**config.mk**
```make
export PLATFORM = sky130hd
export DESIGN_NAME = operand_select
export DESIGN_NICKNAME = d
export VERILOG_FILES = /design/src/logic/issue_pkg.sv /design/src/logic/operand_select.sv
export VERILOG_INCLUDE_DIRS = /design/src /design/src/include
export SDC_FILE = /design/constraint.sdc
export NUM_CORES = 1
export LEC_CHECK = 0
export BUFFER_PORTS_ARGS = -buffer_cell sky130_fd_sc_hd__buf_4
export CAP_MARGIN = 10
export CORE_AREA = 2 2 225 227
export DETAILED_ROUTE_END_ITERATION = 10
export DIE_AREA = 0 0 227 229
export GPL_TIMING_DRIVEN = 0
export PLACE_DENSITY = 0.39
export SYNTH_ARGS = -nofsm -noshare
export SYNTH_HDL_FRONTEND = slang
export SYNTH_SLANG_ARGS = --single-unit
```
**constraint.sdc**
```tcl
create_clock -name vclk -period 2.15
set_clock_uncertainty 0.05 [all_clocks]
set_input_delay 0.215 -clock vclk [all_inputs]
set_output_delay 0.215 -clock vclk [all_outputs]
set_load 0.02 [all_outputs]
```
**src/include/issue_params.svh**
```systemverilog
`ifndef ISSUE_PARAMS_SVH
`define ISSUE_PARAMS_SVH

// ------------------------------
// datapath widths
// ------------------------------

// integer data width
`define ISSUE_XLEN 64

// architectural register address width
`define ISSUE_REG_ADDR_W 5

// number of commit write ports into the register file
`define ISSUE_NR_COMMIT 2

// scoreboard transaction id width
`define ISSUE_TRANS_ID_W 3

// virtual pc width, sign-extended when used as an operand
`define ISSUE_VLEN 39

`endif

```
**src/logic/issue_pkg.sv**
```systemverilog
`default_nettype none

`include "issue_params.svh"

package issue_pkg;

  // ------------------------------
  // unit and operation encodings
  // ------------------------------

  // functional unit an entry needs
  typedef enum logic [3:0] {
    NONE      = 4'd0,
    ALU       = 4'd1,
    CTRL_FLOW = 4'd2,
    LOAD      = 4'd3,
    STORE     = 4'd4,
    MULT      = 4'd5,
    CSR       = 4'd6
  } fu_t;

  // small subset of the operations, ADD must stay at zero
  typedef enum logic [6:0] {
    ADD    = 7'd0,
    SUB    = 7'd1,
    AND_OP = 7'd2,
    OR_OP  = 7'd3,
    XOR_OP = 7'd4,
    SLL    = 7'd5,
    BEQ    = 7'd6,
    JAL    = 7'd7,
    LD     = 7'd8,
    SD     = 7'd9,
    MUL    = 7'd10,
    CSRRW  = 7'd11
  } fu_op_t;

  // ------------------------------
  // bundles
  // ------------------------------

  // one scoreboard entry offered for issue
  typedef struct packed {
    logic [`ISSUE_VLEN-1:0]       pc;
    logic [`ISSUE_TRANS_ID_W-1:0] trans_id;
    fu_t                          fu;
    fu_op_t                       op;
    logic [`ISSUE_REG_ADDR_W-1:0] rs1;
    logic [`ISSUE_REG_ADDR_W-1:0] rs2;
    logic [`ISSUE_REG_ADDR_W-1:0] rd;
    // immediate value carried in the result field
    logic [`ISSUE_XLEN-1:0]       result;
    logic                         use_imm;
    logic                         use_zimm;
    logic                         use_pc;
    // entry already carries an exception
    logic                         ex_valid;
  } issue_entry_t;

  // one commit write port
  typedef struct packed {
    logic                         we;
    logic [`ISSUE_REG_ADDR_W-1:0] waddr;
    logic [`ISSUE_XLEN-1:0]       wdata;
  } commit_wr_t;

  // operands and control handed to execute
  typedef struct packed {
    fu_t                          fu;
    fu_op_t                       operation;
    logic [`ISSUE_XLEN-1:0]       operand_a;
    logic [`ISSUE_XLEN-1:0]       operand_b;
    logic [`ISSUE_XLEN-1:0]       imm;
    logic [`ISSUE_TRANS_ID_W-1:0] trans_id;
  } fu_data_t;

  // one start pulse per unit
  typedef struct packed {
    logic alu;
    logic branch;
    logic lsu;
    logic mult;
    logic csr;
  } fu_valid_t;

  // pending writer of each register, NONE when free
  typedef fu_t [2**`ISSUE_REG_ADDR_W-1:0] clobber_t;

endpackage

`default_nettype wire

```
**src/logic/operand_select.sv**
```systemverilog
`timescale 1ns/1ps
`default_nettype none

`include "issue_params.svh"

module operand_select (
  input  issue_pkg::issue_entry_t  issue_entry_i,
  input  logic [`ISSUE_XLEN-1:0]   rdata_a_i,
  input  logic [`ISSUE_XLEN-1:0]   rdata_b_i,
  input  logic [`ISSUE_XLEN-1:0]   rs1_i,
  input  logic [`ISSUE_XLEN-1:0]   rs2_i,
  input  logic                     forward_rs1_i,
  input  logic                     forward_rs2_i,
  output logic [`ISSUE_XLEN-1:0]   operand_a_o,
  output logic [`ISSUE_XLEN-1:0]   operand_b_o,
  output logic [`ISSUE_XLEN-1:0]   imm_o
);

  logic [`ISSUE_XLEN-1:0] pc_sext;
  logic [`ISSUE_XLEN-1:0] zimm_zext;
  logic                   imm_on_b;

  // ------------------------------
  // operand a sources
  // ------------------------------

  // pc widened with its top bit
  assign pc_sext = {{(`ISSUE_XLEN - `ISSUE_VLEN){issue_entry_i.pc[`ISSUE_VLEN-1]}},
                    issue_entry_i.pc};

  // csr immediate sits in the rs1 field
  assign zimm_zext = {{(`ISSUE_XLEN - `ISSUE_REG_ADDR_W){1'b0}}, issue_entry_i.rs1};

  always_comb begin
    // register file first, then forward, pc and zimm in rising priority
    operand_a_o = rdata_a_i;
    if (forward_rs1_i) begin
      operand_a_o = rs1_i;
    end
    if (issue_entry_i.use_pc) begin
      operand_a_o = pc_sext;
    end
    if (issue_entry_i.use_zimm) begin
      operand_a_o = zimm_zext;
    end
  end

  // ------------------------------
  // operand b sources
  // ------------------------------

  // stores and branches keep rs2 on b, their immediate goes via imm
  assign imm_on_b = issue_entry_i.use_imm &&
                    issue_entry_i.fu != issue_pkg::STORE &&
                    issue_entry_i.fu != issue_pkg::CTRL_FLOW;

  always_comb begin
    operand_b_o = rdata_b_i;
    if (forward_rs2_i) begin
      operand_b_o = rs2_i;
    end
    if (imm_on_b) begin
      operand_b_o = issue_entry_i.result;
    end
  end

  // immediate always travels on its own lane too
  assign imm_o = issue_entry_i.result;

endmodule

`default_nettype wire

```
---- After elaboration in Yosys (flattened, before gate mapping) ----
Index checks and enable logic that the tools add are counted.
cells by class
  mux-type cells .......................... 5
  eq/ne operators ......................... 2
  reduce and logical (&&, ||, !) cells .... 2
operator list
  kind                                           number
  2-to-1 mux 64 bit                              5
  != test 4 x 2 -> 1 bit, second input constant  1
  != test 4 x 3 -> 1 bit, second input constant  1
  logical AND 1 bit                              2
word-level totals
  bits in registers ....................... 0
  output and inout bits ................... 192
  word-level logic and storage cells ...... 9

---- Depth between registers and ports, before layout ----
  word-level depth ........................ 4
  gate-level depth with buffers ........... 5
  gate-level depth less buffers ........... 3

---- Least setup slack after synthesis ----
No wires, ideal clock.
  path kind ............................... input port to output port
  from .................................... input port forward_rs2_i
  to ...................................... output port operand_b_o[10]
  arrival time ............................ 1.476 ns
  data required time ...................... 1.885 ns
  path slack .............................. 0.409 ns
  path buffers ............................ 2
  stages .................................. 4
  cells stage by stage .................... buf_2 clkbuf_1 mux2_2 mux2_1
on the way
  longest elaborated chain between the ends .. 2
RTL lines
  element            line                  text
  start, declared    operand_select.sv:13  input logic forward_rs2_i,
  2-to-1 mux 64 bit  operand_select.sv:59  if (forward_rs2_i) begin
  2-to-1 mux 64 bit  operand_select.sv:62  if (imm_on_b) begin
  end, declared      operand_select.sv:15  output logic [`ISSUE_XLEN-1:0] operand_b_o,
Every way passes these cells.

---- Worst setup path in the final report ----
  from .................................... input port forward_rs2_i
  to ...................................... output port operand_b_o[16]
Same word-level chain as after synthesis.

==> qor.txt <==
Fraction of layout instances using a drive strength above 1 - 81.8%
Tot Pwr - 0.00216 W
CP startpoint kind - input port
Floorplan core area - 49700 µm²
Data arrival time at the worst-slack endpoint - 1.77 ns
Layout fillers - 5715
Die extent in x - 227 µm
Number of clock buffers in the layout - 0
Tightest Hold Check Type - input port to output pin
Max-capacitance violation count - 0
Setup WS pre-CTS - -0.174 ns
Area enclosed by the die boundary - 52000 µm²
Setup Total Neg Slack - 0 ns
Worst setup path class - input port to output pin
Overall Global Routing Usage - 9.51%
Initial DRC Count - 111
Max-slew headroom - 50.4%
Final worst slack - 0.112 ns
Final core area utilization - 17.5%
Top-level I/O count - 586
Setup repair after global routing missed its margin - no
Count of nets after finishing - 1391
Storage element area - 0 µm²
Routed wire per std cell - 16.6 µm
Hold-fix buffers, CTS - 0
Number of flip-flops and latches - 0
Number of distinct library cell variants in the gate-level netlist after synthesis - 17
DRT Pass-1 Iters - 4
Static power due to leakage - 4.28 nW
Required time of the critical path - 1.88 ns
Antenna violations before repair - 5
Highest clock frequency the design can meet - 0.491 GHz
Highest net fanout along the worst path - 10
Multi-input logic area - 2910 µm²
Peak ir drop on the vdd network - 0.0743 mV
Dpl hpwl - 25100 µm
Transition time at the pin with the least slew margin - 0.744 ns
Yosys warns - 0
Placer Congestion - 0.947
DRC - 0
Number of slew-limit violations in the final report - 0
Endpoint kind of the worst setup timing path - output pin
Drt total wl - 27800 µm
Die Height - 229 µm
Number of buffers added on ports - 562
Outcome - complete, no violations
Post-synthesis instance area - 3590 µm²
Count of standard-cell rows - 82
Global-route wire length before repair - 36400 µm
Power per cell area - 248 nW/µm²
Number of global-route vias before repair - 5267
Via count - 5322
Pin count of the biggest net entering global routing - 11
Share of the cycle needed by the critical path after routing - 94.8%
Antenna-violating nets left - 0
Vias per cell - 3.19
Cells after Synth - 431
Final hold violation count - 0
Initial standard-cell utilization of the core - 7.24%
Shortest clock period the worst path allows after layout - 2.04 ns
Final number of setup-violating endpoints - 0
Layout overhead on the synthesized area - 142%
Syn Area/Cell - 8.34 µm²
Synthesized net count - 825
Sequential area share after synthesis - 0%
Final global-route overflow total - 0
[final timing paths]
| check | depth (start not counted) | slack (ns) | from | end |
|---|---|---|---|---|
| min | 3 | 0.67 | issue_entry_i[39] | imm_o[35] |
| max | 5 | 0.11 | forward_rs2_i | operand_b_o[16] |
[through the flow]
stage,cells,hold WS [ns],cell area [µm²]
after floorplan,431,0.493,3590
after global placement,1665,0.671,8650
after detailed placement,1665,0.672,8650
after CTS,1667,0.672,8690
after global routing,1667,0.680,8690
final,1668,0.670,8690
[cells by family (layout without fill, tap and decap cells)]
kind of cell	count (synthesis)	in the layout	synth area share, %
simple gates	90	90	11.2
compound gates	33	33	6.93
other cells	0	1	0
mux	204	204	62.6
buf+inv	103	667	19.0
xor+xnor	1	1	0.244
[timing repair]
| item | CTS | global route |
|---|---|---|
| setup buffers | 2 | 0 |
| gates resized for setup | 5 | 6 |
| pin swaps | 1 | 0 |
| endpoints found under the hold margin | 0 | 0 |
| endpoints found under the setup margin | 60 | 20 |
[placed cells by master, fill, tap and decap left out, types with 3 or more instances in the layout]
cell type / Yosys / layout
sky130_fd_sc_hd__mux2_1: 5 / 5
sky130_fd_sc_hd__mux2i_1: 38 / 38
sky130_fd_sc_hd__nor2_1: 59 / 59
sky130_fd_sc_hd__a211oi_1: 26 / 26
sky130_fd_sc_hd__mux2_2: 161 / 161
sky130_fd_sc_hd__clkbuf_2: 0 / 8
sky130_fd_sc_hd__buf_2: 10 / 10
sky130_fd_sc_hd__buf_1: 3 / 3
sky130_fd_sc_hd__nor2b_1: 26 / 26
sky130_fd_sc_hd__clkbuf_1: 19 / 11
sky130_fd_sc_hd__buf_4: 64 / 627
sky130_fd_sc_hd__nand2_1: 5 / 5
sky130_fd_sc_hd__o21ai_0: 5 / 5
sky130_fd_sc_hd__buf_6: 6 / 6
[worst max-delay path, stage by stage]
cell and delay (ns):
sky130_fd_sc_hd__buf_2 0.28, sky130_fd_sc_hd__clkbuf_2 0.35, sky130_fd_sc_hd__mux2_2 0.44, sky130_fd_sc_hd__mux2_2 0.32, sky130_fd_sc_hd__buf_4 0.17
[routing by layer]
metal | GRT usage (%) | up-vias | part of all wire (%)
met2 | 17.9 | 226 | 52
met4 | 0.102 | 8 | 0.16
met1 | 11.7 | 2478 | 41
met3 | 1.85 | 10 | 7.1
li1 | - | 2600 | -
met5 | 0 | - | 0.18
[cell type report]
cell class | count | share of cell area [%]
diodes | 1 | 0.0288
multi-input cells | 328 | 33.5
well taps | 672 | 9.67
inverters | 1 | 0.0432
plain buffers | 102 | 7.94
repair buffers | 564 | 48.8
[power breakdown]
group / internal [W] / leakage (nW) / total (W) / switching, W
combinational: 0.00119 / 4.28 / 0.00216 / 0.000969
clock: 0.0000000000629 / 0.00000634 / 0.0000000000629 / 0
sequential: 0 / 0 / 0 / 0
[Yosys cell counts]
cell                       count  share of area (%)
sky130_fd_sc_hd__xnor2_1       1               0.24
sky130_fd_sc_hd__inv_1         1               0.10
sky130_fd_sc_hd__clkbuf_1     19                2.0
sky130_fd_sc_hd__mux2i_1      38                 11
sky130_fd_sc_hd__nor2b_1      26                4.5
sky130_fd_sc_hd__o31ai_4       1               0.59
sky130_fd_sc_hd__nand2_1       5               0.52
sky130_fd_sc_hd__a211oi_1     26                5.4
sky130_fd_sc_hd__nor2_1       59                6.2
sky130_fd_sc_hd__mux2_1        5                1.6
sky130_fd_sc_hd__a21o_1        1               0.21
sky130_fd_sc_hd__buf_2        10                1.4
sky130_fd_sc_hd__buf_1         3               0.31
sky130_fd_sc_hd__buf_4        64                 13
sky130_fd_sc_hd__o21ai_0       5               0.70
sky130_fd_sc_hd__buf_6         6                1.9
sky130_fd_sc_hd__mux2_2      161                 50
No activity file was read; power rests on OpenSTA's default activity.
