[src/include/issue_params.svh]
`ifndef ISSUE_PARAMS_SVH
`define ISSUE_PARAMS_SVH

// ------------------------------
// datapath widths
// ------------------------------

// integer data width
`define ISSUE_XLEN 64

// architectural register address width
`define ISSUE_REG_ADDR_W 5

// number of commit write ports into the register file
`define ISSUE_NR_COMMIT 2

// scoreboard transaction id width
`define ISSUE_TRANS_ID_W 3

// virtual pc width, sign-extended when used as an operand
`define ISSUE_VLEN 39

`endif

[src/logic/issue_pkg.sv]
`default_nettype none

`include "issue_params.svh"

package issue_pkg;

  // ------------------------------
  // unit and operation encodings
  // ------------------------------

  // functional unit an entry needs
  typedef enum logic [3:0] {
    NONE      = 4'd0,
    ALU       = 4'd1,
    CTRL_FLOW = 4'd2,
    LOAD      = 4'd3,
    STORE     = 4'd4,
    MULT      = 4'd5,
    CSR       = 4'd6
  } fu_t;

  // small subset of the operations, ADD must stay at zero
  typedef enum logic [6:0] {
    ADD    = 7'd0,
    SUB    = 7'd1,
    AND_OP = 7'd2,
    OR_OP  = 7'd3,
    XOR_OP = 7'd4,
    SLL    = 7'd5,
    BEQ    = 7'd6,
    JAL    = 7'd7,
    LD     = 7'd8,
    SD     = 7'd9,
    MUL    = 7'd10,
    CSRRW  = 7'd11
  } fu_op_t;

  // ------------------------------
  // bundles
  // ------------------------------

  // one scoreboard entry offered for issue
  typedef struct packed {
    logic [`ISSUE_VLEN-1:0]       pc;
    logic [`ISSUE_TRANS_ID_W-1:0] trans_id;
    fu_t                          fu;
    fu_op_t                       op;
    logic [`ISSUE_REG_ADDR_W-1:0] rs1;
    logic [`ISSUE_REG_ADDR_W-1:0] rs2;
    logic [`ISSUE_REG_ADDR_W-1:0] rd;
    // immediate value carried in the result field
    logic [`ISSUE_XLEN-1:0]       result;
    logic                         use_imm;
    logic                         use_zimm;
    logic                         use_pc;
    // entry already carries an exception
    logic                         ex_valid;
  } issue_entry_t;

  // one commit write port
  typedef struct packed {
    logic                         we;
    logic [`ISSUE_REG_ADDR_W-1:0] waddr;
    logic [`ISSUE_XLEN-1:0]       wdata;
  } commit_wr_t;

  // operands and control handed to execute
  typedef struct packed {
    fu_t                          fu;
    fu_op_t                       operation;
    logic [`ISSUE_XLEN-1:0]       operand_a;
    logic [`ISSUE_XLEN-1:0]       operand_b;
    logic [`ISSUE_XLEN-1:0]       imm;
    logic [`ISSUE_TRANS_ID_W-1:0] trans_id;
  } fu_data_t;

  // one start pulse per unit
  typedef struct packed {
    logic alu;
    logic branch;
    logic lsu;
    logic mult;
    logic csr;
  } fu_valid_t;

  // pending writer of each register, NONE when free
  typedef fu_t [2**`ISSUE_REG_ADDR_W-1:0] clobber_t;

endpackage

`default_nettype wire

[src/logic/operand_hazard_check.sv]
`timescale 1ns/1ps
`default_nettype none

`include "issue_params.svh"

module operand_hazard_check (
  input  issue_pkg::issue_entry_t                     issue_entry_i,
  input  logic                                        issue_valid_i,
  input  issue_pkg::clobber_t                         clobber_i,
  input  logic                                        rs1_valid_i,
  input  logic                                        rs2_valid_i,
  input  issue_pkg::commit_wr_t [`ISSUE_NR_COMMIT-1:0] commit_i,
  input  logic                                        flu_ready_i,
  input  logic                                        lsu_ready_i,
  input  logic                                        stall_i,
  input  logic                                        mult_issued_i,
  output logic                                        forward_rs1_o,
  output logic                                        forward_rs2_o,
  output logic                                        issue_ack_o,
  output logic                                        accept_o,
  output logic                                        stall_issue_o
);

  logic fu_busy;
  logic operand_stall;
  logic rd_free;

  // ------------------------------
  // unit busy
  // ------------------------------
  always_comb begin
    unique case (issue_entry_i.fu)
      issue_pkg::ALU, issue_pkg::CTRL_FLOW,
      issue_pkg::CSR, issue_pkg::MULT:  fu_busy = ~flu_ready_i;
      issue_pkg::LOAD, issue_pkg::STORE: fu_busy = ~lsu_ready_i;
      // NONE needs no unit
      default:                           fu_busy = 1'b0;
    endcase
  end

  // ------------------------------
  // operand availability
  // ------------------------------
  always_comb begin
    operand_stall = stall_i;
    forward_rs1_o = 1'b0;
    forward_rs2_o = 1'b0;
    // zimm takes rs1 as a constant, nothing to wait on
    if (!issue_entry_i.use_zimm && clobber_i[issue_entry_i.rs1] != issue_pkg::NONE) begin
      // csr results only come back through the register file
      if (rs1_valid_i && clobber_i[issue_entry_i.rs1] != issue_pkg::CSR) begin
        forward_rs1_o = 1'b1;
      end else begin
        operand_stall = 1'b1;
      end
    end
    if (clobber_i[issue_entry_i.rs2] != issue_pkg::NONE) begin
      if (rs2_valid_i && clobber_i[issue_entry_i.rs2] != issue_pkg::CSR) begin
        forward_rs2_o = 1'b1;
      end else begin
        operand_stall = 1'b1;
      end
    end
  end

  assign stall_issue_o = operand_stall;

  // ------------------------------
  // write after write on rd
  // ------------------------------
  always_comb begin
    rd_free = (clobber_i[issue_entry_i.rd] == issue_pkg::NONE);
    // the pending writer retires this cycle, so rd frees up
    for (int unsigned i = 0; i < `ISSUE_NR_COMMIT; i++) begin
      if (commit_i[i].we && commit_i[i].waddr == issue_entry_i.rd) begin
        rd_free = 1'b1;
      end
    end
  end

  // ------------------------------
  // issue acknowledge
  // ------------------------------
  always_comb begin
    issue_ack_o = issue_valid_i && !operand_stall && !fu_busy && rd_free;
    // exceptions and unit-less entries go through regardless
    if (issue_valid_i && (issue_entry_i.ex_valid || issue_entry_i.fu == issue_pkg::NONE)) begin
      issue_ack_o = 1'b1;
    end
    // the multiplier owns the fixed latency writeback next cycle
    if (mult_issued_i && issue_entry_i.fu inside {issue_pkg::ALU, issue_pkg::CTRL_FLOW,
                                                  issue_pkg::CSR}) begin
      issue_ack_o = 1'b0;
    end
  end

  // only clean entries start a unit
  assign accept_o = issue_ack_o && issue_valid_i && !issue_entry_i.ex_valid;

endmodule

`default_nettype wire

[config.mk]
export PLATFORM = sky130hd
export DESIGN_NAME = operand_hazard_check
export DESIGN_NICKNAME = d
export VERILOG_FILES = /design/src/logic/issue_pkg.sv /design/src/logic/operand_hazard_check.sv
export VERILOG_INCLUDE_DIRS = /design/src /design/src/include
export SDC_FILE = /design/constraint.sdc
export NUM_CORES = 1
export LEC_CHECK = 0
export ABC_CLOCK_PERIOD_IN_PS = 3600
export BUFFER_PORTS_ARGS = -buffer_cell sky130_fd_sc_hd__buf_2
export CELL_PAD_IN_SITES_DETAIL_PLACEMENT = 1
export CELL_PAD_IN_SITES_GLOBAL_PLACEMENT = 1
export CORE_AREA = 5 5 157 159
export DETAILED_ROUTE_END_ITERATION = 6
export DIE_AREA = 0 0 162 164
export GPL_ROUTABILITY_DRIVEN = 0
export PLACE_DENSITY = 0.56
export SYNTH_ARGS = -nofsm -noshare
export SYNTH_HDL_FRONTEND = slang
export SYNTH_SLANG_ARGS = --single-unit
[constraint.sdc]
create_clock -name vclk -period 3.6
set_clock_uncertainty 0.1 [all_clocks]
set_input_delay 0 -clock vclk [all_inputs]
set_output_delay 0 -clock vclk [all_outputs]
set_load 0.02 [all_outputs]
* Word-level counts from Yosys, hierarchy flattened *
Cells that the tools add are included.

word-level totals
  latch bits = 0
  output and inout port bits = 5
  register bits after elaboration = 0
  bits in writable memories = 0
  word-level logic and storage cells = 58
  memories kept = 0
  memory bits (read-only) = 0

cells by class
  multiply operators = 0
  divide/modulo/power cells = 0
  add/sub/neg operators = 0
  equality and inequality tests = 10
  reductions and logical operators = 24
  $lt $le $gt $ge = 3
  mux-type cells = 19
  bitwise operators = 2
  shift-type cells = 0

operators with widths
  operator                                                                  count
  4-bit binary-select mux with 5-bit select                                 3
  5-bit by 6-bit < comparator with 1-bit output (second input constant)     3
  4-bit by 3-bit == test with 1-bit output (second input constant)          3
  1-bit logical AND                                                         12
  1-bit two-way mux                                                         12
  4-bit two-way mux                                                         3
  5-bit == test                                                             2
  4-bit by 2-bit == test with 1-bit output (second input constant)          2
  4-bit logical NOT                                                         2
  4-bit by 3-bit inequality test with 1-bit output (second input constant)  2
  4-bit nonzero test                                                        2
  4-bit by 1-bit == test with 1-bit output (second input constant)          1
  1-bit logical NOT                                                         4
  4-bit OR reduction                                                        1
  3-bit nonzero test                                                        1
  1-bit NOT                                                                 2
  1-bit case mux with 2 select lines                                        1
  2-bit OR reduction                                                        1
  1-bit logical OR                                                          1

* Longest topological paths before layout *
  depth after elaboration = 16
  mapped depth = 11
  gate-level depth less buffers = 8

* Least setup slack after synthesis *
No wires, ideal clock.

  path type = input port to output port
  start point = input port issue_entry_i[74] (netlist bit)
  end point = output port accept_o
  setup slack = 1448 ps
  stages = 8
  arrival = 2052 ps
  buffers on the path = 1
  cell sequence = buf_6 mux4_1 mux2_2 o2111a_1 or2_1 o221ai_2 nand3_2 o21ai_1

on the way
  word-level cells in the longest chain between the ends = 14

ends and longest elaborated chain
  item                                              line                                                    text
  start: declaration                                operand_hazard_check.sv:7                               input issue_pkg::issue_entry_t issue_entry_i,
  4-bit binary-select mux with 5-bit select (*)     operand_hazard_check.sv:57, operand_hazard_check.sv:58
  4-bit two-way mux (not written as such) (*)       operand_hazard_check.sv:57, operand_hazard_check.sv:58
  4-bit by 3-bit inequality test with 1-bit output  operand_hazard_check.sv:58                              if (rs2_valid_i && clobber_i[issue_entry_i.rs2] != issue_pkg::CSR) begin
  1-bit logical AND                                 operand_hazard_check.sv:58
  1-bit two-way mux                                 operand_hazard_check.sv:58
  1-bit two-way mux (*)                             operand_hazard_check.sv:57                              if (clobber_i[issue_entry_i.rs2] != issue_pkg::NONE) begin
  net stall_issue_o                                 operand_hazard_check.sv:21                              output logic stall_issue_o
  1-bit logical NOT (*)                             operand_hazard_check.sv:85                              issue_ack_o = issue_valid_i && !operand_stall && !fu_busy && rd_free;
  1-bit logical AND (*) (3 in series)               operand_hazard_check.sv:85
  1-bit two-way mux (*)                             operand_hazard_check.sv:87                              if (issue_valid_i && (issue_entry_i.ex_valid || issue_entry_i.fu == issue_pkg::NONE)) begin
  1-bit two-way mux (*)                             operand_hazard_check.sv:91                              if (mult_issued_i && issue_entry_i.fu inside {issue_pkg::ALU, issue_pkg::CTRL_FLOW,
  1-bit logical AND (*) (2 in series)               operand_hazard_check.sv:98                              assign accept_o = issue_ack_o && issue_valid_i && !issue_entry_i.ex_valid;
  end: declaration                                  operand_hazard_check.sv:20                              output logic accept_o,

The timed path passes the listed nets; every way through them passes the cells marked *. The select of a mux whose other input is x is not followed.

* Worst setup path after layout *
  start point = input port issue_entry_i[79] (netlist bit)
  end point = output port issue_ack_o

on the way
  word-level cells in the longest chain between the ends = 14

ends and longest elaborated chain
  item                                              line                                                    text
  4-bit binary-select mux with 5-bit select (*)     operand_hazard_check.sv:49, operand_hazard_check.sv:51
  4-bit two-way mux (not written as such) (*)       operand_hazard_check.sv:49, operand_hazard_check.sv:51
  4-bit by 3-bit inequality test with 1-bit output  operand_hazard_check.sv:51                              if (rs1_valid_i && clobber_i[issue_entry_i.rs1] != issue_pkg::CSR) begin
  1-bit logical AND                                 operand_hazard_check.sv:51
  1-bit two-way mux                                 operand_hazard_check.sv:51
  1-bit two-way mux (*)                             operand_hazard_check.sv:49                              if (!issue_entry_i.use_zimm && clobber_i[issue_entry_i.rs1] != issue_pkg::NONE) begin
  1-bit two-way mux                                 operand_hazard_check.sv:58
  1-bit two-way mux (*)                             operand_hazard_check.sv:57
  1-bit logical NOT (*)                             operand_hazard_check.sv:85
  1-bit logical AND (*) (3 in series)               operand_hazard_check.sv:85
  1-bit two-way mux (*)                             operand_hazard_check.sv:87
  1-bit two-way mux (*)                             operand_hazard_check.sv:91
  end: declaration                                  operand_hazard_check.sv:19                              output logic issue_ack_o,

Mark *: on every way between the ends. The rest lies on a longest branch, timed or not. The select of a mux whose other input is x is not followed.

==> out/qor.json <==
{
  "outcome": {"value": "finished, final reports clean"},
  "seq_power_share": {"value": 0, "unit": "%"},
  "final_cell_count_no_fill": {"value": 812},
  "fp.dieArea": {"value": 26600, "unit": "sq um"},
  "start_util": {"value": 11.6, "unit": "%"},
  "fp.coreArea": {"value": 23100, "unit": "sq um"},
  "syn_nets": {"value": 778},
  "grt_max_degree": {"value": 26},
  "buffer_ports.inserted": {"value": 173},
  "chipWidth": {"value": 162, "unit": "um"},
  "grt_overflow": {"value": 0},
  "drive_gt1_share": {"value": 38.5, "unit": "%"},
  "switching_power": {"value": 260, "unit": "uW"},
  "grt_antenna_before_repair": {"value": 6},
  "relSlewSlack": {"value": 45.0, "unit": "%"},
  "first_iter_violations": {"value": 239},
  "arrival": {"value": 2670, "unit": "ps"},
  "area_growth": {"value": 41.0, "unit": "%"},
  "route.vias.total": {"value": 3675},
  "p_leak": {"value": 1.66, "unit": "nW"},
  "boundaryPins": {"value": 416},
  "period_needed": {"value": 2770, "unit": "ps"},
  "crit_path_from": {"value": "issue_entry_i[79]"},
  "routed_via_density": {"value": 4.53},
  "max_cap_viol_count": {"value": 0},
  "dr.pass1.iters": {"value": 4},
  "die-height": {"value": 164, "unit": "um"},
  "worst_margin_pin_slew": {"value": 804, "unit": "ps"},
  "syn-cell-area": {"value": 2690, "unit": "sq um"},
  "grt_pass1_vias": {"value": 3923},
  "hold_path_class": {"value": "in -> out"},
  "place_hpwl": {"value": 14900, "unit": "um"},
  "worst-endpoint-required": {"value": 3500, "unit": "ps"},
  "nClkBuffers": {"value": 0},
  "hold_violations": {"value": 0},
  "cell_int_power": {"value": 198, "unit": "uW"},
  "drc": {"value": 0},
  "combPwrFrac": {"value": 100.0, "unit": "%"},
  "postRouteAntennaNets": {"value": 0},
  "placement_rows": {"value": 56},
  "peakVddDrop": {"value": 0.0000420, "unit": "V"},
  "wire_length_of_the_first_global_routing_pass": {"value": 24700, "unit": "um"},
  "fin_tns_setup": {"value": 0, "unit": "ps"},
  "max_clock_freq": {"value": 361, "unit": "MHz"},
  "cts-hold-fix-buffers": {"value": 0},
  "post_cts.resized_instances": {"value": 0},
  "p_sw_share": {"value": 56.8, "unit": "%"},
  "cts.repair_timing.setup_buffer_count": {"value": 0},
  "layout.cells.most_common_list": {"value": "173 x sky130_fd_sc_hd__buf_2, 61 x sky130_fd_sc_hd__nor2_1, 58 x sky130_fd_sc_hd__mux2i_1"},
  "hold_path.startpoint": {"value": "rs1_valid_i"},
  "n_sequential_cell": {"value": 0},
  "worstSetupStartpointType": {"value": "input pin"},
  "setup_violations": {"value": 0},
  "grt_usage": {"value": 12.1, "unit": "%"},
  "avgSynthCellArea": {"value": 7.34, "unit": "sq um"},
  "timing.critical_path.fanout_max": {"value": 25},
  "area.sequential": {"value": 0, "unit": "sq um"},
  "syn_inst": {"value": 367},
  "final_min_period_over_clock_period": {"value": 76.9, "unit": "%"},
  "drt-wirelength-per-cell": {"value": 21.0, "unit": "um"},
  "crit_type": {"value": "in -> out"},
  "slew_violations": {"value": 0},
  "pwr_density_cell": {"value": 121, "unit": "nW/um^2"},
  "layout.cells.most_common": {"value": "sky130_fd_sc_hd__buf_2"},
  "setup_crit_end_kind": {"value": "primary output"},
  "ys_seq_area_share": {"value": 0, "unit": "%"},
  "clkPwrFrac": {"value": 0, "unit": "%"},
  "rsz_0062_raised_after_global_routing": {"value": "no"},
  "routed_wirelength": {"value": 17100, "unit": "um"},
  "number_of_nets_in_the_layout": {"value": 933},
  "placed_cells": {"value": 810},
  "post_synth_num_cell_types": {"value": 62},
  "ys.warnings.count": {"value": 0}
}
==> path summary, 6_finish.rpt <==
path  slack (ps)  depth (start not counted)            end
max          830                         11    issue_ack_o
min          280                          4  forward_rs1_o
==> layer usage <==
metal	GRT usage (%)	routed length, um
met2	20.4	7880
met1	16.7	7610
met5	0	49
met4	1.31	229
met3	2.48	1290
==> worst max-delay path, stage by stage <==
cell                       delay [ps]
sky130_fd_sc_hd__buf_2            600
sky130_fd_sc_hd__buf_4            350
sky130_fd_sc_hd__mux2i_1          210
sky130_fd_sc_hd__a22oi_1          100
sky130_fd_sc_hd__nand2_1          110
sky130_fd_sc_hd__o21ai_0          100
sky130_fd_sc_hd__a211oi_1         430
sky130_fd_sc_hd__a311o_1          260
sky130_fd_sc_hd__nand3_2          110
sky130_fd_sc_hd__o22ai_2          180
sky130_fd_sc_hd__buf_2            190
==> cell families (layout without fill, tap and decap cells) <==
group                  count (synthesis)  after routing  share of synthesized area (%)
AO/OA/AOI/OAI                         89             89                           24.3
XOR/XNOR                              12             12                           3.90
buffers and inverters                 30            183                           6.78
multiplexers                          74             74                           34.7
other                                  0              2                              0
AND/OR/NAND/NOR                      162            162                           30.3
==> stage by stage <==
step / worst slack (ps) / total power, mW / cell area (sq um) / utilization (%) / hold slack [ps]
floorplan: 1450 / 0.248 / 2690 / - / 36.5
global placement: 885 / 0.453 / 3790 / 16.4 / 286
detailed placement: 828 / 0.459 / 3790 / 16.4 / 293
CTS: 826 / 0.460 / 3790 / 16.4 / 296
global route: 638 / 0.500 / 3790 / 16.4 / 311
finish: 830 / 0.458 / 3800 / 16.4 / 284
==> final cells by class <==
class                           instances  area [sq um]
Fill cell                            2879         19300
Antenna cell                            2          5.00
Timing Repair Buffer                  177           896
Inverter                                6          22.5
Multi-Input combinational cell        337          2510
Tap cell                              290           363
==> Yosys cell counts, types with 6 or more instances <==
cell type	count	share of area, %
sky130_fd_sc_hd__nor2_1	61	8.5
sky130_fd_sc_hd__mux2i_1	58	22
sky130_fd_sc_hd__a22oi_1	26	7.2
sky130_fd_sc_hd__nand2_1	21	2.9
sky130_fd_sc_hd__nand3_1	16	3.0
sky130_fd_sc_hd__mux4_2	14	12
sky130_fd_sc_hd__nor3_1	12	2.2
sky130_fd_sc_hd__a21oi_1	11	2.0
sky130_fd_sc_hd__buf_2	8	1.5
sky130_fd_sc_hd__nor2b_1	8	1.9
sky130_fd_sc_hd__xor2_1	8	2.6
sky130_fd_sc_hd__a211oi_1	7	2.0
sky130_fd_sc_hd__nand2b_1	7	1.6
sky130_fd_sc_hd__nand4_1	7	1.6
sky130_fd_sc_hd__o21ai_0	7	1.3
sky130_fd_sc_hd__a2111oi_0	6	2.0
sky130_fd_sc_hd__buf_6	6	2.5
sky130_fd_sc_hd__inv_1	6	0.84
==> power groups by stage <==
stage | clock network [mW] | registers (mW) | logic, mW
2_1_floorplan | 0 | 0 | 0.248
3_3_place_gp | 0 | 0 | 0.453
3_5_place_dp | 0 | 0 | 0.459
4_1_cts | 0 | 0 | 0.460
5_1_grt | 0.0000000371 | 0 | 0.500
6_report | 0.0000000745 | 0 | 0.458
Power figures use the tool's default switching activity.
