[config.mk]
export PLATFORM = sky130hd
export DESIGN_NAME = issue_ex_register
export DESIGN_NICKNAME = d
export VERILOG_FILES = /design/src/logic/issue_pkg.sv /design/src/logic/issue_ex_register.sv
export VERILOG_INCLUDE_DIRS = /design/src /design/src/include
export SDC_FILE = /design/constraint.sdc
export NUM_CORES = 1
export LEC_CHECK = 0
export BUFFER_PORTS_ARGS = -buffer_cell sky130_fd_sc_hd__buf_2
export CAP_MARGIN = 10
export CORE_AREA = 2 2 212 214
export DETAILED_ROUTE_END_ITERATION = 12
export DIE_AREA = 0 0 214 216
export PLACE_DENSITY = 0.36
export SLEW_MARGIN = 40
export SYNTH_ARGS = -nofsm -noshare
export SYNTH_HDL_FRONTEND = slang
export SYNTH_SLANG_ARGS = --single-unit
[constraint.sdc]
create_clock -name clk_i -period 1.2 [get_ports clk_i]
set_input_delay 0.12 -clock clk_i [delete_from_list [all_inputs] [get_ports clk_i]]
set_output_delay 0.12 -clock clk_i [all_outputs]
set_load 0.005 [all_outputs]
[src/include/issue_params.svh]
`ifndef ISSUE_PARAMS_SVH
`define ISSUE_PARAMS_SVH

// ------------------------------
// datapath widths
// ------------------------------

// integer data width
`define ISSUE_XLEN 64

// architectural register address width
`define ISSUE_REG_ADDR_W 5

// number of commit write ports into the register file
`define ISSUE_NR_COMMIT 2

// scoreboard transaction id width
`define ISSUE_TRANS_ID_W 3

// virtual pc width, sign-extended when used as an operand
`define ISSUE_VLEN 39

`endif

[src/logic/issue_pkg.sv]
`default_nettype none

`include "issue_params.svh"

package issue_pkg;

  // ------------------------------
  // unit and operation encodings
  // ------------------------------

  // functional unit an entry needs
  typedef enum logic [3:0] {
    NONE      = 4'd0,
    ALU       = 4'd1,
    CTRL_FLOW = 4'd2,
    LOAD      = 4'd3,
    STORE     = 4'd4,
    MULT      = 4'd5,
    CSR       = 4'd6
  } fu_t;

  // small subset of the operations, ADD must stay at zero
  typedef enum logic [6:0] {
    ADD    = 7'd0,
    SUB    = 7'd1,
    AND_OP = 7'd2,
    OR_OP  = 7'd3,
    XOR_OP = 7'd4,
    SLL    = 7'd5,
    BEQ    = 7'd6,
    JAL    = 7'd7,
    LD     = 7'd8,
    SD     = 7'd9,
    MUL    = 7'd10,
    CSRRW  = 7'd11
  } fu_op_t;

  // ------------------------------
  // bundles
  // ------------------------------

  // one scoreboard entry offered for issue
  typedef struct packed {
    logic [`ISSUE_VLEN-1:0]       pc;
    logic [`ISSUE_TRANS_ID_W-1:0] trans_id;
    fu_t                          fu;
    fu_op_t                       op;
    logic [`ISSUE_REG_ADDR_W-1:0] rs1;
    logic [`ISSUE_REG_ADDR_W-1:0] rs2;
    logic [`ISSUE_REG_ADDR_W-1:0] rd;
    // immediate value carried in the result field
    logic [`ISSUE_XLEN-1:0]       result;
    logic                         use_imm;
    logic                         use_zimm;
    logic                         use_pc;
    // entry already carries an exception
    logic                         ex_valid;
  } issue_entry_t;

  // one commit write port
  typedef struct packed {
    logic                         we;
    logic [`ISSUE_REG_ADDR_W-1:0] waddr;
    logic [`ISSUE_XLEN-1:0]       wdata;
  } commit_wr_t;

  // operands and control handed to execute
  typedef struct packed {
    fu_t                          fu;
    fu_op_t                       operation;
    logic [`ISSUE_XLEN-1:0]       operand_a;
    logic [`ISSUE_XLEN-1:0]       operand_b;
    logic [`ISSUE_XLEN-1:0]       imm;
    logic [`ISSUE_TRANS_ID_W-1:0] trans_id;
  } fu_data_t;

  // one start pulse per unit
  typedef struct packed {
    logic alu;
    logic branch;
    logic lsu;
    logic mult;
    logic csr;
  } fu_valid_t;

  // pending writer of each register, NONE when free
  typedef fu_t [2**`ISSUE_REG_ADDR_W-1:0] clobber_t;

endpackage

`default_nettype wire

[src/logic/issue_ex_register.sv]
`timescale 1ns/1ps
`default_nettype none

`include "issue_params.svh"

module issue_ex_register (
  input  logic                     clk_i,
  input  logic                     rst_uarch_ni,
  input  logic                     flush_i,
  input  logic                     accept_i,
  input  issue_pkg::issue_entry_t  issue_entry_i,
  input  logic [`ISSUE_XLEN-1:0]   operand_a_i,
  input  logic [`ISSUE_XLEN-1:0]   operand_b_i,
  input  logic [`ISSUE_XLEN-1:0]   imm_i,
  output issue_pkg::fu_data_t      fu_data_o,
  output issue_pkg::fu_valid_t     fu_valid_o,
  output logic                     mult_issued_o
);

  issue_pkg::fu_data_t  fu_data_d;
  issue_pkg::fu_data_t  fu_data_q;
  issue_pkg::fu_valid_t fu_valid_d;
  issue_pkg::fu_valid_t fu_valid_q;

  // ------------------------------
  // execute data
  // ------------------------------
  always_comb begin
    fu_data_d.fu        = issue_entry_i.fu;
    fu_data_d.operation = issue_entry_i.op;
    fu_data_d.operand_a = operand_a_i;
    fu_data_d.operand_b = operand_b_i;
    fu_data_d.imm       = imm_i;
    fu_data_d.trans_id  = issue_entry_i.trans_id;
  end

  // ------------------------------
  // unit decode
  // ------------------------------
  always_comb begin
    fu_valid_d = '0;
    if (accept_i) begin
      case (issue_entry_i.fu)
        issue_pkg::ALU:       fu_valid_d.alu    = 1'b1;
        issue_pkg::CTRL_FLOW: fu_valid_d.branch = 1'b1;
        issue_pkg::LOAD,
        issue_pkg::STORE:     fu_valid_d.lsu    = 1'b1;
        issue_pkg::MULT:      fu_valid_d.mult   = 1'b1;
        issue_pkg::CSR:       fu_valid_d.csr    = 1'b1;
        // NONE starts nothing
        default:              fu_valid_d        = '0;
      endcase
    end
    // a flush must not start any unit with stale operands
    if (flush_i) begin
      fu_valid_d = '0;
    end
  end

  // ------------------------------
  // id/ex stage flops
  // ------------------------------
  always_ff @(posedge clk_i or negedge rst_uarch_ni) begin
    if (!rst_uarch_ni) begin
      fu_data_q.fu        <= issue_pkg::NONE;
      fu_data_q.operation <= issue_pkg::ADD;
      fu_data_q.operand_a <= '0;
      fu_data_q.operand_b <= '0;
      fu_data_q.imm       <= '0;
      fu_data_q.trans_id  <= '0;
      fu_valid_q          <= '0;
    end else begin
      // data moves every cycle, the valids qualify it
      fu_data_q  <= fu_data_d;
      fu_valid_q <= fu_valid_d;
    end
  end

  assign fu_data_o  = fu_data_q;
  assign fu_valid_o = fu_valid_q;

  // fed back to block fixed latency issue next cycle
  assign mult_issued_o = fu_valid_q.mult;

endmodule

`default_nettype wire

Word-level counts from Yosys, hierarchy flattened
Index checks and enable logic that the tools add are counted.
- register bits: 211
- logic and storage cells: 25
- output and inout bits: 212
- input port bits: 332
- eq/ne operators: 6
- muxes and demuxes: 7
- reduce and logical (&&, ||, !) cells: 1
- operators with widths (cell ; number):
    $eq 4x3->1 const B ; 3
    $mux 5 ; 2
    $eq 4x2->1 const B ; 2
    $mux 1 ; 5
    $eq 4x1->1 const B ; 1
    $reduce_or 2->1 ; 1

Logic depth before layout (Yosys ltp)
Gate-level depths: netlist of the first run.
- depth after elaboration: 5
- depth in mapped cells: 2
- depth with buffers taken out: 2

Least setup slack after synthesis of the first run
No wires, ideal clock.
- path type: input -> register
- from: input port issue_entry_i[93] (netlist name)
- to: register fu_valid_q (netlist bit fu_valid_o[3])
- data required time: 1095 ps
- arrival time: 732 ps
- library setup time: 105 ps
- stages: 2
- buffers on the path: 0
- slack: 363 ps
- path through: or3b_1 > nor4b_1
- RTL lines (element ; line ; RTL):
    start: declaration ; issue_ex_register.sv:11 ; input issue_pkg::issue_entry_t issue_entry_i,
    end signal: assignment ; issue_ex_register.sv:75 ; fu_valid_q <= fu_valid_d;
    end: declaration ; issue_ex_register.sv:23 ; issue_pkg::fu_valid_t fu_valid_q;

Final worst setup path of the first run
- from: register fu_data_q (netlist bit fu_data_o[168])
- to: output port fu_data_o[168] (netlist name)
- RTL lines (element ; line ; RTL):
    start: declaration ; issue_ex_register.sv:21 ; issue_pkg::fu_data_t fu_data_q;
    start signal: assignment ; issue_ex_register.sv:74 ; fu_data_q <= fu_data_d;
    end: declaration ; issue_ex_register.sv:15 ; output issue_pkg::fu_data_t fu_data_o,
No word-level cell between the ends.

==> metrics.md, run 1 <==
| Metric | Value |
|---|---|
| Nets | around 1.2k |
| Syn-to-layout area delta | 114% |
| Cells after DPL | 1242 |
| Critical path peak fanout | 1 |
| Simple-gate share of the synthesized area | 0.0131 |
| Post-Synthesis Cells | 221 |
| WL/cell | 14.4 um |
| Synthesized area per cell | between 20 and 25 um2 |
| Cts hold-fix bufs | 210 |
| GRT overflow | 0 |
| Hold slack | -0.00719 ns |
| Vias in the first global route | 5086 |
| Sequential share of power | 0.433 |
| XOR/XNOR share of the synthesized area | 0 |
| Die X-Extent | between 200 and 250 um |
| Cell Rows | 77 |
| Final hold violations | 9 |
| Max cap viols | 0 |
| Critical path class | register to primary output |
| Hold Path Class | primary input to asynchronous set/reset pin |
| DRC violations left | 0 |
| Pwr dens | around 1500 nW/um2 |
| Sequential element share of the synthesized area | 0.985 |
| Global-route wire length before repair | approximately 32 mm |
| Netlist cell types | 9 |
| Post-synthesis net count | 553 |
| CP Capture Type | primary output |
| Delay of the slowest critical-path stage | 0.41 ns |
| CTS tree | done |
| Crit path buf inv count | 1 |
| Slew Limit Fails | 0 |
| Fillers | between 4k and 5k |
| Vias/cell | 3.00 |
| Clk sinks | about 210 |
| Antenna Nets Post-Route | 0 |
| Final period utilization | 1.01 |
| Min Tclk post-route | 1.22 ns |
| Pwr Total | 17.5 mW |
| Worst-margin pin slew | 0.335 ns |
| Max VDD drop | 0.000953 V |
| Cell family with most CP delay | flip-flops |
| Fraction of layout cells with a size suffix above 1 | 0.525 |
| Critical path data required time | around 1.1 ns |
| CTS buffer count | 26 |
| Boundary pin count | 544 |
| Synthesized area | 5360 um2 |
| Setup Fix Bufs, Post-CTS | 0 |
| Total global-route track usage | 0.0922 |
| Die ar. | between 40000 and 50000 um2 |
| Main combinational cell family by area after synthesis | simple AND/OR/NAND/NOR gates |
| Switching power | between 3 and 4 mW |
| Pint | roughly 14 mW |
| RSZ-0062 raised after global routing | yes |
| First-pass DRT Iterations | 4 |
| Startpoint types | register |
| Adder-cell area share of the yosys netlist | 0 |
| Worst path arrival time | 1.10 ns |
| Core box area | 43800 um2 |
| Slew margin rel. | 0.777 |
| Number of I/O port buffers | 421 |
| Initial Util | 0.122 |
| Max Freq | 822 MHz |
| Net Sw Frac | 0.219 |
| Die Height | 216 um |
| CTS HTree Levels | 1 |
| Yosys warns | 0 |
| Leakage | ~5.6 nW |
| Crit-path slowest cell | dfrtp_1 |
| Final setup fails | 2 |
| Compound-gate portion of the synthesized area | 0.000933 |
| DRT iter0 DRCs | 165 |
| Failing checks | negative hold slack, negative setup slack |
| Longest Clk Path Bufs | 3 |
| Comb pwr share | 0.093 |
| DPL Wire Length | 16.4 mm |
| Post-Place Setup Slack | 0.142 ns |
| Final worst setup slack | -0.0160 ns |
| Clock Pin Slew Worst Setup and Hold Paths | 0.06 ns |
| Largest net degree at the start of global routing | 59 |
| Routability congestion estimate | 0.732 |
| Root Buffer | clkbuf_16 |
| Via count | between 4k and 5k |
| Worst-path cell chain | buf_2 |
| Status | finished, violations left |
| Seq cells post-synth | ~210 |
| Clock share of power | 0.474 |
| Mux cell area share after synthesis | 0 |
| Layout Cells excl Fill | 1501 |
| Initial antenna violation count | 3 |
| Final wirelength | 21.5 mm |
[through the flow]
stage	utilization	cell area (um2)	hold WS (ns)	setup TNS (ns)
4_1_cts	0.262	11500	0.0930	-1.14
3_3_place_gp	0.191	8360	-0.0333	0
2_1_floorplan	-	5360	-0.176	0
3_5_place_dp	0.191	8360	-0.0337	0
5_1_grt	0.262	11500	-0.0207	-0.915
6_report	0.262	11500	-0.00719	-0.0294
[cells in the final DEF (no fill, tap or decap), types with 6 or more instances in the layout]
master,netlist,final
buf_6,0,19
dfrtp_1,211,211
clkbuf_8,0,7
dlygate4sd3_1,0,209
buf_12,0,6
clkbuf_16,0,27
buf_2,0,401
[worst max-delay path by stage]
stage | startpoint | end | slack (ns) | cells past startpoint
floorplan | issue_entry_i[93] | fu_valid_o[3] | 0.36 | 2
global placement | issue_entry_i[93] | fu_valid_o[3] | 0.11 | 3
detailed placement | issue_entry_i[93] | fu_valid_o[3] | 0.14 | 3
CTS | fu_data_o[14] | fu_data_o[14] | -0.07 | 1
global route | fu_data_o[106] | fu_data_o[106] | -0.06 | 1
finish | fu_data_o[168] | fu_data_o[168] | -0.02 | 1
[routing by layer]
| metal | track usage | routed length (um) |
|---|---|---|
| met2 | 0.147 | 9990 |
| met5 | 0 | 13 |
| met3 | 0.0388 | 2170 |
| met4 | 0.0352 | 620 |
| met1 | 0.111 | 8750 |
[sequential cells by signal (all words and copies together) (netlist names)]
register	flops
mult_issued_o	1
fu_data_o	206
fu_valid_o	4
[power groups by stage]
stage / clock network [mW] / registers [mW] / logic, mW
CTS: 8.67 / 7.57 / 1.68
floorplan: 0 / 7.75 / 0.00905
global placement: 0 / 7.68 / 1.08
finish: 8.29 / 7.57 / 1.63
global route: 8.98 / 7.60 / 1.79
detailed placement: 0 / 7.68 / 1.08
[final cells by class]
type                            count  area, um2  share of cell area
Clock buffer                       37        783              0.0681
Timing Repair Buffer              639       4470               0.389
Multi-Input combinational cell      9       75.1             0.00653
Clock inverter                     11        145              0.0126
Antenna cell                        2       5.00            0.000435
Sequential cell                   211       5280               0.459
Tap cell                          592        741              0.0644
[synthesized netlist by cell type]
| master | number | share of area |
|---|---|---|
| dfrtp_1 | 211 | 0.98 |
| and4b_1 | 2 | 0.0037 |
| nor4b_1 | 2 | 0.0033 |
| a21oi_1 | 1 | 0.00093 |
| buf_4 | 1 | 0.0014 |
| nand3b_1 | 1 | 0.0014 |
| nor3b_1 | 1 | 0.0014 |
| or3b_1 | 1 | 0.0016 |
| or3b_2 | 1 | 0.0016 |
[timing repair]
| action | 4_1_cts | 5_1_grt |
|---|---|---|
| hold endpoints to repair | 422 | 14 |
| gates resized for setup | 26 | 3 |
| pin swaps | 0 | 0 |
| endpoints found under the setup margin | 49 | 79 |
[cells by family (layout without fill, tap and decap cells)]
group           after synthesis  after routing
flops                       211            211
simple gates                  8              8
other cells                   0              2
compound gates                1              1
buf+inv                       1            687
(Power assumes the default switching activity.)
==> run 2, diff against run 1 <==
--- a/config.mk
+++ b/config.mk
@@ -8,10 +8,12 @@
 export LEC_CHECK = 0
 export BUFFER_PORTS_ARGS = -buffer_cell sky130_fd_sc_hd__buf_2
 export CAP_MARGIN = 10
-export CORE_AREA = 2 2 212 214
+export CELL_PAD_IN_SITES_DETAIL_PLACEMENT = 1
+export CELL_PAD_IN_SITES_GLOBAL_PLACEMENT = 1
+export CORE_AREA = 2 2 213 215
 export DETAILED_ROUTE_END_ITERATION = 12
-export DIE_AREA = 0 0 214 216
-export PLACE_DENSITY = 0.36
+export DIE_AREA = 0 0 215 217
+export PLACE_DENSITY = 0.44
 export SLEW_MARGIN = 40
 export SYNTH_ARGS = -nofsm -noshare
 export SYNTH_HDL_FRONTEND = slang
==> metrics.md, run 2 (synthesis results as in run 1) <==
| Metric | Value |
|---|---|
| Status | finished, violations left |
| Failing checks | negative setup slack |
| Max VDD drop | 0.000923 V (-3.1%) |
| Die ar. | 46700 um2 (+0.93%) |
| Worst path arrival time | 1.09 ns (about the same) |
| Max Freq | 827 MHz (+0.54%) |
| Crit path buf inv count | 1 (unchanged) |
| Placed cell areas | 8330 um2 (-0.36%) |
| Hold Path Class | primary input to register |
| Pwr Total | 17.1 mW (-2.4%) |
| Commonest non-fill, non-tap cell in the layout | buf_2 |
| Nets | 1219 (unchanged) |
| Design Area, Final | 11400 um2 (-0.53%) |
| GRT overflow | 0 (unchanged) |
| Longest Clk Path Bufs | 3 (unchanged) |
| Initial antenna violation count | 2 (-1) |
| Met2 Use GR | 0.170 (+0.0231) |
| First-pass DRT Iterations | 4 (unchanged) |
| Pwr dens | 1490 nW/um2 (-1.8%) |
| Worst-path cell chain | buf_6 |
| Layout Cells excl Fill | 1509 (+0.53%) |
| CTS tree | done |
| DRC violations left | 0 (unchanged) |
| Min-Delay Startpoint | imm_i[22] |
| DPL Wire Length | 16.5 mm (+0.64%) |
| Antenna Nets Post-Route | 0 (unchanged) |
| Final wirelength | 23.3 mm (+8.3%) |
| Boundary pin count | 544 (unchanged) |
| M3 GR Usage | 0.0377 (-0.00102) |
| GRT busiest layer | met2 |
| Setup Fix Bufs, Post-CTS | 0 (unchanged) |
| Leakage | 5.57 nW (-0.45%) |
| Clk sinks | 211 (unchanged) |
| Vias in the first global route | 5465 (+7.5%) |
| Max cap viols | 0 (unchanged) |
| Core box area | 44700 um2 (+2.0%) |
| CP Capture Type | primary output |
| Critical path peak fanout | 1 (unchanged) |
| GR Util met1 | 0.111 (+0.000640) |
| Routability congestion estimate | 0.727 (-0.70%) |
| Cell Rows | 78 (+1.3%) |
| Critical path data required time | 1.08 ns (about the same) |
| RSZ-0062 raised after global routing | yes |
| Via count | 4589 (+2.0%) |
| Largest net degree at the start of global routing | 51 (-14%) |
| Syn-to-layout area delta | 113% |
| Hold Path End | fu_data_o[25] |
| DRT iter0 DRCs | 194 (+18%) |
| Min Tclk post-route | 1.21 ns (-0.00655 ns) |
| Root Buffer | clkbuf_16 |
| Vias/cell | 3.04 (+1.4%) |
| Post-Place Setup Slack | 0.106 ns (-0.0364 ns) |
| Total global-route track usage | 0.0988 (+0.00658) |
| Critical path class | register to primary output |
| CTS buffer count | 27 (+3.8%) |
| Max reg flops | 206 (unchanged) |
| Number of I/O port buffers | 421 (unchanged) |
| Initial Util | 0.120 (-0.00236) |
| Fraction of layout cells with a size suffix above 1 | 0.519 (-0.00551) |
| Global-route wire length before repair | 34.2 mm (+7.3%) |
| Final TNS setup | -0.0165 ns (+0.0130 ns) |
| Delay of the slowest critical-path stage | 0.41 ns (about the same) |
| Most frequent cells in the layout | buf_2 (399), dfrtp_1 (211), dlygate4sd3_1 (210) |
| CTS HTree Levels | 1 (unchanged) |
| Worst-margin pin slew | 0.271 ns (-0.0634 ns) |
| Final hold violations | 0 (-9) |
| Cells after DPL | 1248 (+0.48%) |
| Startpoint types | register |
| Final period utilization | 1.01 (-0.00545) |
| Slew Limit Fails | 0 (unchanged) |
| Cell family with most CP delay | flip-flops |
| WL/cell | 15.5 um (+7.7%) |
| Final setup fails | 2 (unchanged) |
| Final worst setup slack | -0.00942 ns (+0.00655 ns) |
| Die X-Extent | 215 um (+0.47%) |
| Crit-path slowest cell | dfrtp_1 |
| Slew margin rel. | 0.817 (+0.0397) |
| Die Height | 217 um (+0.46%) |
| Hold Crit Depth | 2 |
| Fillers | 5037 (+9.8%) |
| Clock Pin Slew Worst Setup and Hold Paths | 0.06 ns (about the same) |
-- run 2: cell type report --
| cell class | instances | area [um2] | share of cell area |
|---|---|---|---|
| clock inverters | 13 | 130 | 0.0114 |
| flip-flops and latches | 211 | 5280 | 0.462 |
| repair buffers | 638 | 4470 | 0.391 |
| diodes | 2 | 5.00 | 0.000438 |
| clock buffers | 36 | 729 | 0.0638 |
| multi-input cells | 9 | 75.1 | 0.00656 |
| well taps | 600 | 751 | 0.0656 |
-- run 2: worst max path at each step --
stage,startpoint,end,slack [ns],cells after the start
after floorplan,issue_entry_i[93],fu_valid_o[3],0.36,2
after detailed placement,issue_entry_i[93],fu_valid_o[4],0.11,3
after global placement,issue_entry_i[93],fu_valid_o[4],0.13,3
after CTS,fu_data_o[116],fu_data_o[116],-0.07,1
final,fu_data_o[14],fu_data_o[14],-0.009,1
after global routing,fu_data_o[14],fu_data_o[14],-0.07,1
-- run 2: power breakdown --
| part | internal [mW] | switching, mW | total (mW) | leakage (nW) |
|---|---|---|---|---|
| clock | 4.70 | 3.16 | 7.86 | 0.428 |
| combinational | 1.00 | 0.632 | 1.64 | 2.67 |
| sequential | 7.47 | 0.106 | 7.58 | 2.47 |
-- run 2: per-layer routing --
| metal | wire length [um] | share of wire |
|---|---|---|
| met1 | 8850 | 0.38 |
| met2 | 11600 | 0.50 |
| met3 | 2230 | 0.095 |
| met4 | 638 | 0.027 |
| met5 | 0 | 0 |
-- run 2: timing repair --
action                                 CTS  global route
setup endpoints to repair               53           142
gates resized for setup                 26             4
endpoints found under the hold margin  422             0
hold buffers                           210             0
-- run 2: through the flow --
step | util | hold slack (ns)
after CTS | 0.255 | 0.165
after global placement | 0.186 | -0.0106
final | 0.256 | 0.212
after detailed placement | 0.186 | -0.0111
after global routing | 0.256 | 0.174
after floorplan | - | -0.176
==> run 3, diff against run 2 <==
--- a/config.mk
+++ b/config.mk
@@ -13,6 +13,7 @@
 export CORE_AREA = 2 2 213 215
 export DETAILED_ROUTE_END_ITERATION = 12
 export DIE_AREA = 0 0 215 217
+export GPL_TIMING_DRIVEN = 0
 export PLACE_DENSITY = 0.44
 export SLEW_MARGIN = 40
 export SYNTH_ARGS = -nofsm -noshare
==> metrics.md, run 3 (synthesis results as in run 1) <==
| Metric | Value |
|---|---|
| CP Capture Type | primary output |
| Largest net degree at the start of global routing | 69 (+35%) |
| RSZ-0062 raised after global routing | yes |
| Slew Limit Fails | 0 (unchanged) |
| Pwr dens | 1510 nW/um2 (+0.84%) |
| Longest Clk Path Bufs | 3 (unchanged) |
| Final setup fails | 4 (+2) |
| CTS tree | done |
| Slew margin rel. | 0.757 (-0.0596) |
| Crit-path slowest cell | dfrtp_1 |
| Final wirelength | 22.9 mm (-2.0%) |
| Leakage | 5.56 nW (-0.23%) |
| Max VDD drop | 0.00118 V (+28%) |
| Max Freq | 772 MHz (-6.6%) |
| Final worst setup slack | -0.0950 ns (-0.0856 ns) |
| Antenna Nets Post-Route | 0 (unchanged) |
| Fin util | 0.257 (+0.00101) |
| Cell seen most often among critical-path stages | buf_6 |
| Worst path arrival time | 1.18 ns (+0.09 ns) |
| Final TNS setup | -0.127 ns (-0.111 ns) |
| Die ar. | 46700 um2 (unchanged) |
| Number of I/O port buffers | 421 (unchanged) |
| Setup Fix Bufs, Post-CTS | 0 (unchanged) |
| CTS buffer count | 28 (+3.7%) |
| Total global-route track usage | 0.0956 (-0.00313) |
| Critical path data required time | 1.08 ns (about the same) |
| DRC violations left | 0 (unchanged) |
| Nets | 1216 (-0.25%) |
| Global-route wire length before repair | 33.5 mm (-2.2%) |
| Clock Pin Slew Worst Setup and Hold Paths | 0.06 ns (about the same) |
| Min Tclk post-route | 1.30 ns (+0.0856 ns) |
| WL/cell | 15.2 um (-1.7%) |
| Die X-Extent | 215 um (unchanged) |
| Status | finished, violations left |
| Max reg flops | 206 (unchanged) |
| Via count | 4562 (-0.59%) |
| DPL Wire Length | 16.3 mm (-1.3%) |
| Commonest non-fill, non-tap cell in the layout | buf_2 |
| Syn-to-layout area delta | 114% |
| CTS HTree Levels | 1 (unchanged) |
| Final period utilization | 1.08 (+0.0714) |
| Final hold violations | 0 (unchanged) |
| First-pass DRT Iterations | 4 (unchanged) |
| Most frequent cells in the layout | buf_2 (393), dfrtp_1 (211), dlygate4sd3_1 (209) |
| Core box area | 44700 um2 (unchanged) |
| Delay of the slowest critical-path stage | 0.41 ns (about the same) |
| Critical path class | register to primary output |
| Antenna Cells | 0 (-2) |
| Clk sinks | 211 (unchanged) |
| Cell Rows | 78 (unchanged) |
| Multi-input gate area | 75.1 um2 (unchanged) |
| Worst-path cell chain | buf_6, buf_6 |
| Sequential cell area | 5280 um2 (unchanged) |
| Boundary pin count | 544 (unchanged) |
| Initial Util | 0.120 (unchanged) |
| Critical path peak fanout | 2 (+1) |
| Vias/cell | 3.03 (-0.26%) |
| Worst-margin pin slew | 0.365 ns (+0.0932 ns) |
| Die Height | 217 um (unchanged) |
| Startpoint types | register |
| Routability congestion estimate | 0.736 (+1.3%) |
| Failing checks | negative setup slack |
| Fraction of layout cells with a size suffix above 1 | 0.521 (+0.00172) |
| Root Buffer | clkbuf_16 |
| Vias in the first global route | 5419 (-0.84%) |
| DRT iter0 DRCs | 136 (-30%) |
| Hold Path Class | primary input to asynchronous set/reset pin |
| Max cap viols | 0 (unchanged) |
| Initial antenna violation count | 0 (-2) |
| GRT overflow | 0 (unchanged) |
| Fillers | 5007 (-0.60%) |
==> run 3: changes by cell type in the layout (fill, tap and decap cells not counted), moves of 2 or more <==
| cell | change |
|---|---|
| buf_6 | +7 |
| buf_2 | -6 |
| clkinv_2 | -6 |
| clkinvlp_4 | +6 |
| buf_4 | -3 |
| buf_12 | -2 |
| clkbuf_1 | -2 |
| clkbuf_8 | +2 |
| diode_2 | -2 |
==> run 3: layout make-up <==
class / count / area share
Tap cell: 600 / 0.0654
Sequential cell: 211 / 0.460
Clock buffer: 37 / 0.0674
Buffer: 1 / 0.000981
Timing Repair Buffer: 633 / 0.388
Multi-Input combinational cell: 9 / 0.00654
Clock inverter: 13 / 0.0114
==> run 3: routing by layer <==
layer | part of all wire | vias to the layer above | GRT usage
li1 | - | 2033 | -
met2 | 0.50 | 269 | 0.167
met3 | 0.11 | 39 | 0.0433
met4 | 0.031 | 0 | 0.0313
met1 | 0.37 | 2221 | 0.103
met5 | 0 | - | 0
==> run 3: per-stage QoR <==
stage	instances	worst slack, ns	total power [mW]	cell area [um2]	hold WS (ns)
after floorplan	221	0.363	7.76	5360	-0.176
after global routing	1504	-0.150	18.2	11500	0.0326
after detailed placement	1245	0.144	8.74	8310	0.0217
after CTS	1504	-0.146	17.8	11500	-0.0141
final	1504	-0.0950	17.3	11500	0.0196
after global placement	1242	-3.97	8.69	8220	0.227
==> run 3: final timing paths <==
kind | from | end | slack [ns] | cells past startpoint
setup / recovery | mult_issued_o | fu_valid_o[1] | -0.1 | 2
max in group asynchronous | rst_uarch_ni | fu_data_o[119] | 0.22 | 4
hold / removal | rst_uarch_ni | fu_data_o[24] | 0.02 | 2
min in group clk_i | imm_i[3] | fu_data_o[6] | 0.19 | 2
==> run 3: power breakdown <==
| part | total [mW] | switching (mW) | internal [mW] |
|---|---|---|---|
| sequential | 7.57 | 0.103 | 7.47 |
| clock | 8.09 | 3.32 | 4.77 |
| combinational | 1.63 | 0.623 | 1.00 |
==> run 3: worst max-delay path, delay by kind of cell, from the launching register on <==
kind | cells | cell delay (ns)
DFF | 1 | 0.41
buffers and inverters | 2 | 0.23
==> run 3: what timing repair did <==
action                                  in CTS  in global routing
cloned                                       0                  0
endpoints found under the hold margin      358                  0
gates resized for setup                     37                  3
hold buffers                               209                  0
endpoints found under the setup margin     147                175
